--- src/rtl/l2_mshr_pkg.sv ---
`default_nettype none

package l2_mshr_pkg;

    // outstanding miss slots
    localparam int n_mshr = 4;
    localparam int mshr_bits = 2;

    // address split of a line address
    localparam int tag_bits = 8;
    localparam int set_bits = 4;

    // l2 associativity, 8 ways
    localparam int way_bits = 3;

    // line geometry
    localparam int words_per_line = 4;
    localparam int word_bits = 32;

    typedef logic [tag_bits-1:0] tag_t;
    typedef logic [set_bits-1:0] set_t;
    typedef logic [way_bits-1:0] way_t;
    typedef logic [word_bits-1:0] word_t;

    // word 0 sits in the low bits
    typedef word_t [words_per_line-1:0] line_t;

    // one bit per word of the line
    typedef logic [words_per_line-1:0] word_mask_t;

    // unstable states tracked by an entry
    // spx_i must stay zero, reset relies on it
    typedef enum logic [2:0] {
        spx_i  = 3'd0,
        spx_is = 3'd1,
        spx_im = 3'd2,
        spx_ii = 3'd3,
        spx_sm = 3'd4
    } mshr_state_e;

    // forwarded coherence messages from the llc
    typedef enum logic [1:0] {
        fwd_req_s = 2'd0,
        fwd_req_o = 2'd1,
        fwd_inv   = 2'd2
    } fwd_msg_e;

    // operations issued by the l2 fsm
    typedef enum logic [1:0] {
        mshr_idle     = 2'd0,
        mshr_lookup   = 2'd1,
        mshr_peek_req = 2'd2,
        mshr_peek_fwd = 2'd3
    } mshr_op_e;

    // line address as seen by the search
    typedef struct packed {
        tag_t tag;
        set_t set;
    } line_addr_t;

    // one outstanding miss, 150 bits
    typedef struct packed {
        mshr_state_e state;
        tag_t        tag;
        set_t        set;
        way_t        way;
        line_t       line;
        word_mask_t  word_mask;
    } mshr_entry_t;

    // write data for add and field updates
    // set is missing here, it comes from the address
    typedef struct packed {
        mshr_state_e state;
        tag_t        tag;
        way_t        way;
        line_t       line;
        word_mask_t  word_mask;
    } mshr_update_t;

endpackage

`default_nettype wire

--- src/rtl/mshr_entry_array.sv ---
`timescale 1ns/1ps
`default_nettype none

module mshr_entry_array (
    input  logic                              clk,
    input  logic                              rst,
    input  logic                              add_entry,
    input  logic                              update_state,
    input  logic                              update_line,
    input  logic                              update_tag,
    input  logic                              update_word_mask,
    input  logic [l2_mshr_pkg::mshr_bits-1:0] idx,
    input  logic [l2_mshr_pkg::set_bits-1:0]  set,
    input  l2_mshr_pkg::mshr_update_t         upd,
    output l2_mshr_pkg::mshr_entry_t          entries [l2_mshr_pkg::n_mshr]
);
    import l2_mshr_pkg::*;

    // any single-field rewrite this cycle
    logic any_update;

    assign any_update = update_state | update_line | update_tag | update_word_mask;

    for (genvar i = 0; i < n_mshr; i++) begin : g_entry
        // slot addressed by the registered search index
        logic        sel;
        logic        add_en;
        logic        state_en;
        logic        line_en;
        logic        tag_en;
        logic        mask_en;
        mshr_state_e state_q;
        tag_t        tag_q;
        set_t        set_q;
        way_t        way_q;
        line_t       line_q;
        word_mask_t  mask_q;

        assign sel = (idx == mshr_bits'(i));

        // add rewrites every field, strobes only their own
        assign add_en   = sel & add_entry;
        assign state_en = sel & (add_entry | update_state);
        assign line_en  = sel & (add_entry | update_line);
        assign tag_en   = sel & (add_entry | update_tag);
        assign mask_en  = sel & (add_entry | update_word_mask);

        // set and way fixed for the life of the miss
        always_ff @(posedge clk or negedge rst) begin
            if (!rst) begin
                set_q <= '0;
                way_q <= '0;
            end else if (add_en) begin
                set_q <= set;
                way_q <= upd.way;
            end
        end

        // state, spx_i frees the slot
        always_ff @(posedge clk or negedge rst) begin
            if (!rst) begin
                state_q <= spx_i;
            end else if (state_en) begin
                state_q <= upd.state;
            end
        end

        // line data
        always_ff @(posedge clk or negedge rst) begin
            if (!rst) begin
                line_q <= '0;
            end else if (line_en) begin
                line_q <= upd.line;
            end
        end

        // tag
        always_ff @(posedge clk or negedge rst) begin
            if (!rst) begin
                tag_q <= '0;
            end else if (tag_en) begin
                tag_q <= upd.tag;
            end
        end

        // words still pending
        always_ff @(posedge clk or negedge rst) begin
            if (!rst) begin
                mask_q <= '0;
            end else if (mask_en) begin
                mask_q <= upd.word_mask;
            end
        end

        assign entries[i] = '{
            state:     state_q,
            tag:       tag_q,
            set:       set_q,
            way:       way_q,
            line:      line_q,
            word_mask: mask_q
        };
    end

    // fsm must not mix an add with a field rewrite of the same slot
    a_no_update_on_add: assert property (
        @(posedge clk) disable iff (!rst)
        add_entry |-> !any_update
    ) else $error("field update strobe together with add_entry");

endmodule

`default_nettype wire

--- src/rtl/mshr_search.sv ---
`timescale 1ns/1ps
`default_nettype none

module mshr_search (
    input  logic                              clk,
    input  logic                              rst,
    input  l2_mshr_pkg::mshr_op_e             op,
    input  l2_mshr_pkg::line_addr_t           addr,
    input  l2_mshr_pkg::fwd_msg_e             fwd_msg,
    input  l2_mshr_pkg::mshr_entry_t          entries [l2_mshr_pkg::n_mshr],
    output logic                              set_conflict,
    output logic                              clr_set_conflict,
    output logic                              set_fwd_stall,
    output logic                              clr_fwd_stall,
    output logic                              hit_next,
    output logic [l2_mshr_pkg::mshr_bits-1:0] fwd_stall_entry,
    output logic [l2_mshr_pkg::mshr_bits-1:0] idx_next,
    output logic                              hit,
    output logic [l2_mshr_pkg::mshr_bits-1:0] idx
);
    import l2_mshr_pkg::*;

    // per-entry compare results
    logic [n_mshr-1:0]    valid_vec;
    logic [n_mshr-1:0]    match_vec;
    logic [n_mshr-1:0]    set_hit_vec;

    // reduced results, highest index wins
    logic                 match_any;
    logic                 set_any;
    logic [mshr_bits-1:0] match_idx;
    logic [mshr_bits-1:0] free_idx;
    mshr_state_e          win_state;
    logic                 fwd_exempt;

    // compare every slot against the address
    always_comb begin
        for (int i = 0; i < n_mshr; i++) begin
            valid_vec[i]   = (entries[i].state != spx_i);
            set_hit_vec[i] = valid_vec[i] && (entries[i].set == addr.set);
            match_vec[i]   = set_hit_vec[i] && (entries[i].tag == addr.tag);
        end
    end

    // later slots overwrite earlier ones
    always_comb begin
        match_idx = '0;
        free_idx  = '0;
        win_state = spx_i;
        for (int i = 0; i < n_mshr; i++) begin
            if (match_vec[i]) begin
                match_idx = mshr_bits'(i);
                win_state = entries[i].state;
            end
            if (!valid_vec[i]) begin
                free_idx = mshr_bits'(i);
            end
        end
    end

    assign match_any = |match_vec;
    assign set_any   = |set_hit_vec;

    // inv against a pending shared fill needs no stall
    // only the winning slot is looked at
    assign fwd_exempt = (fwd_msg == fwd_inv) && (win_state == spx_is);

    // opcode decode
    always_comb begin
        hit_next         = 1'b0;
        idx_next         = '0;
        set_conflict     = 1'b0;
        clr_set_conflict = 1'b0;
        set_fwd_stall    = 1'b0;
        clr_fwd_stall    = 1'b0;
        case (op)
            mshr_lookup: begin
                hit_next = match_any;
                idx_next = match_idx;
            end
            mshr_peek_req: begin
                // free slot for the next add, 0 if full
                idx_next         = free_idx;
                set_conflict     = set_any;
                clr_set_conflict = !set_any;
            end
            mshr_peek_fwd: begin
                hit_next      = match_any;
                idx_next      = match_idx;
                set_fwd_stall = match_any && !fwd_exempt;
                clr_fwd_stall = !(match_any && !fwd_exempt);
            end
            default: begin
                hit_next = 1'b0;
            end
        endcase
    end

    // entry to park the stalled forward on
    assign fwd_stall_entry = set_fwd_stall ? idx_next : '0;

    // idle keeps the last result for the fsm
    always_ff @(posedge clk or negedge rst) begin
        if (!rst) begin
            hit <= 1'b0;
            idx <= '0;
        end else if (op != mshr_idle) begin
            hit <= hit_next;
            idx <= idx_next;
        end
    end

    // a forward is either stalled or released, never both
    a_fwd_stall_excl: assert property (
        @(posedge clk) disable iff (!rst)
        !(set_fwd_stall && clr_fwd_stall)
    ) else $error("set_fwd_stall and clr_fwd_stall both high");

    // conflict only reported while peeking a request
    a_conflict_op: assert property (
        @(posedge clk) disable iff (!rst)
        set_conflict |-> (op == mshr_peek_req)
    ) else $error("set_conflict outside peek_req");

endmodule

`default_nettype wire

--- src/rtl/l2_mshr.sv ---
`timescale 1ns/1ps
`default_nettype none

module l2_mshr (
    input  logic                              clk,
    input  logic                              rst,

    // write strobes from the l2 fsm
    input  logic                              add_entry,
    input  logic                              update_state,
    input  logic                              update_line,
    input  logic                              update_tag,
    input  logic                              update_word_mask,

    // search request
    input  l2_mshr_pkg::mshr_op_e             op,
    input  l2_mshr_pkg::line_addr_t           addr,
    input  l2_mshr_pkg::mshr_update_t         upd,
    input  l2_mshr_pkg::fwd_msg_e             fwd_msg,

    // stored entries
    output l2_mshr_pkg::mshr_entry_t          entries [l2_mshr_pkg::n_mshr],

    // same-cycle search results
    output logic                              set_conflict,
    output logic                              clr_set_conflict,
    output logic                              set_fwd_stall,
    output logic                              clr_fwd_stall,
    output logic [l2_mshr_pkg::mshr_bits-1:0] fwd_stall_entry,
    output logic                              hit_next,
    output logic [l2_mshr_pkg::mshr_bits-1:0] idx_next,

    // results registered one cycle later
    output logic                              hit,
    output logic [l2_mshr_pkg::mshr_bits-1:0] idx
);

    // storage, written at the registered index
    // set of a new entry taken from the request address
    mshr_entry_array i_mshr_entry_array (
        .clk              (clk),
        .rst              (rst),
        .add_entry        (add_entry),
        .update_state     (update_state),
        .update_line      (update_line),
        .update_tag       (update_tag),
        .update_word_mask (update_word_mask),
        .idx              (idx),
        .set              (addr.set),
        .upd              (upd),
        .entries          (entries)
    );

    // lookup, peek and forward stall decision
    mshr_search i_mshr_search (
        .clk              (clk),
        .rst              (rst),
        .op               (op),
        .addr             (addr),
        .fwd_msg          (fwd_msg),
        .entries          (entries),
        .set_conflict     (set_conflict),
        .clr_set_conflict (clr_set_conflict),
        .set_fwd_stall    (set_fwd_stall),
        .clr_fwd_stall    (clr_fwd_stall),
        .hit_next         (hit_next),
        .fwd_stall_entry  (fwd_stall_entry),
        .idx_next         (idx_next),
        .hit              (hit),
        .idx              (idx)
    );

endmodule

`default_nettype wire

--- config.mk ---
export PLATFORM = sky130hd
export DESIGN_NAME = l2_mshr
export DESIGN_NICKNAME = d
export VERILOG_FILES = /design/src/rtl/l2_mshr_pkg.sv /design/src/rtl/mshr_entry_array.sv /design/src/rtl/mshr_search.sv /design/src/rtl/l2_mshr.sv
export SDC_FILE = /design/constraint.sdc
export NUM_CORES = 1
export LEC_CHECK = 0
export BUFFER_PORTS_ARGS = -buffer_cell sky130_fd_sc_hd__buf_2
export CORE_AREA = 5 5 302 304
export DETAILED_ROUTE_END_ITERATION = 12
export DIE_AREA = 0 0 307 309
export PLACE_DENSITY = 0.6
export SKIP_CTS_REPAIR_TIMING = 1
export SYNTH_ARGS = -nofsm -noshare
export SYNTH_HDL_FRONTEND = slang
export SYNTH_SLANG_ARGS = --single-unit
--- constraint.sdc ---
create_clock -name clk -period 1.8 [get_ports clk]
set_clock_uncertainty 0.15 [all_clocks]
set_input_delay 0.09 -clock clk [delete_from_list [all_inputs] [get_ports clk]]
set_output_delay 0.09 -clock clk [all_outputs]
set_load 0.02 [all_outputs]
# After elaboration in Yosys (flattened, before gate mapping)
# Cells that the tools add are included.
[word_totals]
reg_bits = 603
latchBits = 0
ramBits = 0
rom_bits = 0
inputBits = 169
output_inout_bits = 612
wordCells = 117
n_memories = 0
[classes]
add_sub_neg = 0
multipliers = 0
div_mod_pow = 0
order_cmp = 0
n_eq_ne = 16
shifts = 0
mux = 17
bitwise = 24
reduce_logical = 22
[op_table]
columns = ["operator", "n"]
rows = [
  ["$eq 8x8->1", 4],
  ["$and 1x1->1", 20],
  ["$eq 4x4->1", 4],
  ["$mux 3", 4],
  ["$reduce_bool 3->1", 4],
  ["$eq 2x2->1 const B", 5],
  ["$logic_and 1x1->1", 10],
  ["$mux 2", 5],
  ["$reduce_or 4->1", 2],
  ["$mux 1", 7],
  ["$eq 2x1->1 const B", 2],
  ["$or 1x1->1", 4],
  ["$pmux 2 s2", 1],
  ["$eq 3x1->1 const B", 1],
  ["$logic_not 1->1", 3],
  ["$logic_not 2->1", 1],
  ["$reduce_bool 2->1", 1],
  ["$reduce_or 2->1", 1],
]

# Longest topological paths before layout
# Gate-level depths: netlist of run 1.
[logic_depth]
word_depth = 13
mapped_depth = 7
depth_no_buf = 6

# Hierarchy
# From an unflattened synthesis of run 1, not the netlist that was laid out.
[hier_totals]
cells_unflattened = 1404
hier_area_um2 = 23839.1
[modules_own_cells]
columns = ["module", "instances", "cells_per_inst", "area_each_um2", "seq_area_each_um2"]
rows = [
  ["mshr_entry_array", 1, 1287, 22934.5, 15014.4],
  ["mshr_search", 1, 117, 904.6, 75.1],
]

# Worst setup path after synthesis of run 1
# No wires, ideal clock.
[synth_timing]
path_kind = "register -> output"
from = "register i_mshr_entry_array.g_entry[3].set_q[1]"
to = "output fwd_stall_entry[0] (netlist bit)"
arrival_ps = 2442
required_time_ps = 1560
slack_ps = -882
stages_incl_launch_ff = 7
n_path_buf = 0
path_cell_list = "dfrtp_1 xnor2_1 nand4_1 nor4_2 a31oi_1 o22ai_1 nor4b_1"
[synth_between]
word_cells_on_any_way = 13
cone_classes = "eq/ne: 2; mux: 5; reduce/logical: 6"
[synth_rtl]
columns = ["element", "line", "text"]
rows = [
  ["from (decl)", "mshr_entry_array.sv:34", "set_t set_q;"],
  ["from (signal assigned)", "mshr_entry_array.sv:54", "set_q <= set;"],
  ["$eq 4x4->1", "mshr_search.sv:40", "set_hit_vec[i] = valid_vec[i] && (entries[i].set == addr.set);"],
  ["$logic_and 1x1->1", "mshr_search.sv:40", ""],
  ["$logic_and 1x1->1", "mshr_search.sv:41", "match_vec[i] = set_hit_vec[i] && (entries[i].tag == addr.tag);"],
  ["$mux 2", "mshr_search.sv:51", "if (match_vec[i]) begin"],
  ["$pmux 2 s2", "mshr_search.sv:76", "case (op)"],
  ["named net idx_next, one bit", "l2_mshr.sv:31", "output logic [l2_mshr_pkg::mshr_bits-1:0] idx_next,"],
  ["$mux 2", "mshr_search.sv:100", "assign fwd_stall_entry = set_fwd_stall ? idx_next : '0;"],
  ["to (decl)", "l2_mshr.sv:29", "output logic [l2_mshr_pkg::mshr_bits-1:0] fwd_stall_entry,"],
]
# The timed path passes the listed nets, and every way through them passes these cells.

# Final worst setup path of run 1
[layout_timing]
from = "register i_mshr_entry_array.g_entry[2].tag_q[3]"
to = "output clr_fwd_stall"
[layout_between]
elab_chain_cells = 10
word_cells_on_any_way = 11
cone_classes = "eq/ne: 2; mux: 3; reduce/logical: 6"
[layout_rtl]
columns = ["element", "line", "text"]
rows = [
  ["from (decl)", "mshr_entry_array.sv:33", "tag_t tag_q;"],
  ["from (signal assigned)", "mshr_entry_array.sv:82", "tag_q <= upd.tag;"],
  ["$eq 8x8->1 *", "mshr_search.sv:41", ""],
  ["$logic_and 1x1->1 *", "mshr_search.sv:41", ""],
  ["$mux 3 (2 in series)", "mshr_search.sv:51", ""],
  ["$eq 3x1->1", "mshr_search.sv:66", "assign fwd_exempt = (fwd_msg == fwd_inv) && (win_state == spx_is);"],
  ["$logic_and 1x1->1", "mshr_search.sv:66", ""],
  ["$logic_not 1->1", "mshr_search.sv:91", "clr_fwd_stall = !(match_any && !fwd_exempt);"],
  ["$logic_and 1x1->1 *", "mshr_search.sv:91", ""],
  ["$logic_not 1->1 *", "mshr_search.sv:91", ""],
  ["$mux 1 *", "mshr_search.sv:76", ""],
  ["to (decl)", "l2_mshr.sv:28", "output logic clr_fwd_stall,"],
]
# Mark *: on every way between the ends. The rest lies on a longest branch, timed or not.

==> results of run 1 <==
-- how the worst max path moves through the flow --
stage | startpoint | endpoint | slack (ps) | cells past startpoint
after floorplan | i_mshr_entry_array.g_entry[2].tag_q[3]$_DFFE_PN0P_ | fwd_stall_entry[0] | -370 | 6
after global placement | i_mshr_entry_array.g_entry[2].tag_q[3]$_DFFE_PN0P_ | fwd_stall_entry[0] | -670 | 8
after detailed placement | i_mshr_entry_array.g_entry[2].tag_q[3]$_DFFE_PN0P_ | fwd_stall_entry[1] | -640 | 8
after CTS | i_mshr_entry_array.g_entry[2].tag_q[3]$_DFFE_PN0P_ | fwd_stall_entry[1] | -1330 | 8
after global routing | i_mshr_entry_array.g_entry[0].tag_q[4]$_DFFE_PN0P_ | clr_fwd_stall | -1220 | 7
final | i_mshr_entry_array.g_entry[2].tag_q[3]$_DFFE_PN0P_ | clr_fwd_stall | -1090 | 8
-- metal layers --
| metal | routed length (um) | up-vias |
|---|---|---|
| met5 | 0 | - |
| met4 | 1980 | 0 |
| met3 | 6210 | 127 |
| met2 | 45300 | 659 |
| met1 | 35200 | 8943 |
| li1 | - | 7435 |
-- report_power, final --
part           internal, mW  switching (mW)
clock                  8.13            5.62
combinational          17.0            19.0
sequential             20.2            3.99
total                  45.4            28.6
-- critical path, cell delays in order, from the launching register on --
cell       delay (ps)
dfrtp_2           420
xor2_2            180
nor4_2             80
buf_4             140
and4_4            200
a2111oi_2         290
o31a_1            400
o21ba_2           200
buf_2             160
-- sequential cells by signal, summed over array words and instances, names as in the netlist --
name,cells
i_mshr_entry_array.entries,512
i_mshr_entry_array.g_entry.mask_q,16
i_mshr_entry_array.g_entry.set_q,16
i_mshr_entry_array.g_entry.state_q,12
i_mshr_entry_array.g_entry.tag_q,32
i_mshr_entry_array.g_entry.way_q,12
i_mshr_search.hit,1
i_mshr_search.idx,2
-- cell usage after synthesis, types with 2 or more instances --
master    instances
nand4_1           8
xnor2_1          32
nor2_1           20
o21ai_0           6
nor4_1            4
inv_1             3
xor2_1           16
dfrtp_1         603
a21o_1            3
nand2_1           6
and2_1            2
nand3b_1          2
nor2b_1           2
nor4b_1           2
buf_1             2
nor3_1            6
nor3_2            2
mux2_2          600
nand2b_1          2
clkbuf_1         17
buf_2            43
-- layout make-up --
class | count | share of cell area, %
well taps | 1165 | 3.92
inverters | 3 | 0.0303
multi-input cells | 733 | 24.7
diodes | 4 | 0.0269
clock buffers | 101 | 5.48
clock inverters | 17 | 0.474
flip-flops and latches | 603 | 40.6
repair buffers | 1214 | 24.7
-- cell families (layout without fill, tap and decap cells) --
| kind of cell | count (synthesis) | in the layout |
|---|---|---|
| other | 0 | 4 |
| AND/OR/NAND/NOR | 64 | 64 |
| AO/OA/AOI/OAI | 21 | 21 |
| flip-flops | 603 | 603 |
| buffers and inverters | 67 | 1335 |
| XOR/XNOR | 48 | 48 |
| multiplexers | 600 | 600 |
-- metrics by stage --
step | hold WS [ps] | cells | util, % | worst slack (ps) | TNS, ps
final | 45.6 | 3840 | 42.3 | -1090 | -34250
after global routing | 23.4 | 3840 | 42.3 | -1220 | -59190
after CTS | -801 | 3601 | 36.9 | -1330 | -35120
after detailed placement | -127 | 3483 | 34.3 | -641 | -18240
after global placement | -129 | 3483 | 34.3 | -668 | -14300
after floorplan | -356 | 1403 | - | -368 | -12910
==> impl_metrics.yaml, run 1 <==
timing:
  finalSetupViolations: 447
  fmax_ghz: 0.346
  maxSlewHeadroom_pct: 70.1
  layout_setup_ws_ps: -1090
  tightest_slew_ps: 447
  hold_viol_final: 0
  drv_slew: 0
  fin_crit_sh_pct: 161
  rsz0062_at_grt: "yes"
  layout_min_cycle_time_ps: 2890
global_route:
  grt_overflow_total: 0
  grt_max_degree: 69
  grt_pass1_wl_um: 112000
  gr-usage-met3_pct: 4.83
  grt.total_usage_pct: 15.1
  grt-busiest-layer: "met2"
  use_met1_pct: 17.1
  grt_antenna_before_repair: 7
  use_met2_pct: 27.6
  grt_pass1_vias: 17600
cells_and_area:
  final_common_cell: "buf_2"
  area_growth_pct: 60.9
  drive_above_1_share_pct: 68.0
  stdcell_area_mm2: 0.0372
  final_cell_mix: "buf_2 (771), dfrtp_1 (591), mux2_4 (325), mux2_2 (275), dlygate4sd3_1 (157)"
  final-seq-area_mm2: 0.0151
  fillers: 7978
  multi_input_area_mm2: 0.00919
  nets: 2792
synthesis:
  synth-xor-area-share_pct: 1.82
  yosys_most_used_dff: "dfrtp_1"
  synth_compound_area_share_pct: 0.634
  syn-cell-area_mm2: 0.0231
  ys_types: 43
  syn-instance-count: 1403
  netlist.area_leader.share_pct: 65.3
  synth_fa_ha_area_share_pct: 0
  yosysWarningCount: 0
  synth_edf_count: 0
  avgSynthCellArea_um2: 16.5
  yosys.area.top_type: "dfrtp_1"
  yosysSeqAreaShare_pct: 65.3
  synth_nets: 1572
  ys_ff_latch: 603
  synthMuxAreaShare_pct: 29.2
  synth_top_family_by_area: "multiplexers"
  yosys-top-cells-area: "dfrtp_1 (65%), mux2_2 (29%), xnor2_1 (1.2%)"
  async_reset_ff_share_pct: 100
  synthSimpleGateAreaFrac_pct: 1.64
drt:
  initialDrtViolationCount: 845
  drtPass1Iterations: 4
  wl_um: 88700
  routedWlPerCell_um: 23.1
  drc: 0
  ant_nets: 0
  viasPerCell: 4.47
  vias: 17200
floorplan:
  start_util_pct: 26.3
  rows: 109
  core_area_mm2: 0.0880
  die_area_mm2: 0.0949
  io_pins: 781
  fp.dieW_um: 307
  die_y_um: 309
worst_setup_path:
  r2r_setup_slack_ps: -330
  r2r-end: "i_mshr_search.idx[0]$_DFFE_PN0P_"
  critical_path_required_ps: 1560
  cp-end-kind: "output pin"
  arrival_ps: 2650
  crit_fanout: 4
  worstSetupPathType: "reg -> out"
  reg2regPathDepth: 8
  start_kind: "flip-flop"
  rr_startpoint: "i_mshr_entry_array.g_entry[2].set_q[1]$_DFFE_PN0P_"
worst_hold_path:
  hp-class: "in -> async"
job:
  cap_viol_max_count: 0
placement:
  post_dp_cell_area_mm2: 0.0302
  post-dp-hpwl_um: 57500
  io_buffers: 780
  gp_congestion: 0.850
clocking:
  clock_path_buffers: 3
  cts_tree: "yes"
  h-tree-depth: 3
  cts_buffers: 68
  cts.sinks: 603
  clk_pin_slew_ps: 60
  root_buffer: "clkbuf_16"
  insertion_delay_ps: 600
power:
  total_power_mw: 74.0
  cellLeakagePower_nw: 18.1
  irDropWorstVdd_uv: 1160
  pwr_density_cell_mw_per_mm2: 1990
run_status:
  status: "finished with violations"
  violations: "setup timing"
Power figures use the tool's default switching activity.
==> run 2: changes to the inputs <==
RECOVER_POWER = 50   (was not set)
==> impl_metrics.yaml, run 2 (synthesized netlist as in run 1, its figures left out) <==
run_status:
  status: "finished with violations"
  violations: "setup timing"
timing:
  fin_crit_sh_pct: 161
  fin_tns_setup_ps: -38500
  hold_viol_final: 0
  layout_min_cycle_time_ps: 2890
  finalSetupViolations: 578
  fmax_ghz: 0.346
  drv_slew: 0
  layout_setup_ws_ps: -1090
  maxSlewHeadroom_pct: 6.67
  tightest_slew_ps: 1400
  rsz0062_at_grt: "yes"
cells_and_area:
  area_growth_pct: 60.4
  final_common_cell: "buf_2"
  largest_reg_flops: 512
  fin_cells: 3840
  multi_input_area_mm2: 0.00919
  fillers: 8019
  stdcell_area_mm2: 0.0371
  nets: 2792
  final_cell_mix: "buf_2 (724), dfrtp_1 (591), mux2_4 (325), mux2_2 (275), dlygate4sd3_1 (157)"
  drive_above_1_share_pct: 66.2
  final-seq-area_mm2: 0.0151
floorplan:
  start_util_pct: 26.3
  fp.dieW_um: 307
  rows: 109
  io_pins: 781
  die_area_mm2: 0.0949
  die_y_um: 309
  core_area_mm2: 0.0880
worst_setup_path:
  start_kind: "flip-flop"
  rr_startpoint: "i_mshr_entry_array.g_entry[2].set_q[1]$_DFFE_PN0P_"
  r2r-end: "i_mshr_search.idx[0]$_DFFE_PN0P_"
  critical_path_required_ps: 1560
  arrival_ps: 2650
  crit_fanout: 4
  cp-end-kind: "output pin"
  r2r_setup_slack_ps: -320
  reg2regPathDepth: 8
  worstSetupPathType: "reg -> out"
drt:
  ant_nets: 0
  routedWlPerCell_um: 23.1
  vias: 17200
  drtPass1Iterations: 4
  drc: 0
  viasPerCell: 4.47
  initialDrtViolationCount: 827
  wl_um: 88800
power:
  switchingPower_mw: 28.7
  pwr_density_cell_mw_per_mm2: 1990
  intPower_mw: 45.2
  netSwitchingFraction_pct: 38.8
  cellLeakagePower_nw: 17.9
  irDropWorstVdd_uv: 1160
  p_clk_share_pct: 18.6
  comb_power_share_pct: 48.5
  pwr-share-seq_pct: 32.8
placement:
  place_ws_ps: -641
  post-dp-hpwl_um: 57500
  post_dp_cell_area_mm2: 0.0302
  place_inst: 3483
  gp_congestion: 0.850
  io_buffers: 780
clocking:
  clk_pin_slew_ps: 60
  h-tree-depth: 3
  cts_tree: "yes"
  insertion_delay_ps: 590
  cts.sinks: 603
  clock_path_buffers: 3
  cts_buffers: 68
  root_buffer: "clkbuf_16"
global_route:
  grt_max_degree: 69
  grt_pass1_vias: 17600
  grt_pass1_wl_um: 112000
  grt.total_usage_pct: 15.1
  grt_antenna_before_repair: 7
  grt_overflow_total: 0
job:
  cap_viol_max_count: 0
worst_hold_path:
  min_to: "i_mshr_entry_array.g_entry[3].way_q[0]$_DFFE_PN0P_"
  holdPathStages: 5
  holdCritStartpoint: "add_entry"
  hp-class: "in -> reg"
run 2: cell count changes in the layout (fill, tap and decap cells not counted), sizes merged:
cell / delta
buf: -56
clkbuf: +56
run 2: final cells by class:
class	count	share of cell area, %
sequential	603	40.7
multi-input combinational	733	24.8
timing repair buffer	1214	24.5
clock buffer	101	5.50
tap	1165	3.93
clock inverter	17	0.476
inverter	3	0.0304
antenna	4	0.0270
run 2: power groups by stage:
stage / logic [mW] / clock network [mW] / registers (mW)
floorplan: 9.51 / 0 / 32.0
finish: 35.9 / 13.8 / 24.2
global placement: 30.1 / 0 / 23.6
global route: 37.6 / 14.7 / 25.0
detailed placement: 30.4 / 0 / 24.0
CTS: 30.5 / 14.1 / 23.8
run 2: stage by stage:
stage          utilization, %  hold slack (ps)  power [mW]
2_1_floorplan               -             -356        41.5
3_3_place_gp             34.3             -129        53.7
3_5_place_dp             34.3             -127        54.4
4_1_cts                  36.9             -801        68.4
5_1_grt                  42.1             81.9        77.2
6_report                 42.1             99.7        73.8
run 2: metal layers:
layer	up-vias	global-route usage, %	routed length (um)	part of all wire, %
met4	0	3.97	1910	2.2
met2	651	27.6	45400	51
met1	8962	17.1	35300	40
met5	-	0	0	0
li1	7440	-	-	-
met3	123	4.83	6240	7.0
run 2: worst max-delay path by stage:
stage / endpoint / startpoint / cells past startpoint
5_1_grt: clr_fwd_stall / i_mshr_entry_array.g_entry[0].tag_q[4]$_DFFE_PN0P_ / 7
4_1_cts: fwd_stall_entry[1] / i_mshr_entry_array.g_entry[2].tag_q[3]$_DFFE_PN0P_ / 8
3_5_place_dp: fwd_stall_entry[1] / i_mshr_entry_array.g_entry[2].tag_q[3]$_DFFE_PN0P_ / 8
2_1_floorplan: fwd_stall_entry[0] / i_mshr_entry_array.g_entry[2].tag_q[3]$_DFFE_PN0P_ / 6
6_report: clr_fwd_stall / i_mshr_entry_array.g_entry[2].tag_q[3]$_DFFE_PN0P_ / 8
3_3_place_gp: fwd_stall_entry[0] / i_mshr_entry_array.g_entry[2].tag_q[3]$_DFFE_PN0P_ / 8
run 2: critical path, stage by stage (launching register included):
cell and delay (ps):
dfrtp_2 420, xor2_2 180, nor4_2 80, buf_4 140, and4_4 200, a2111oi_2 290
o31a_1 400, o21ba_2 200, buf_2 150
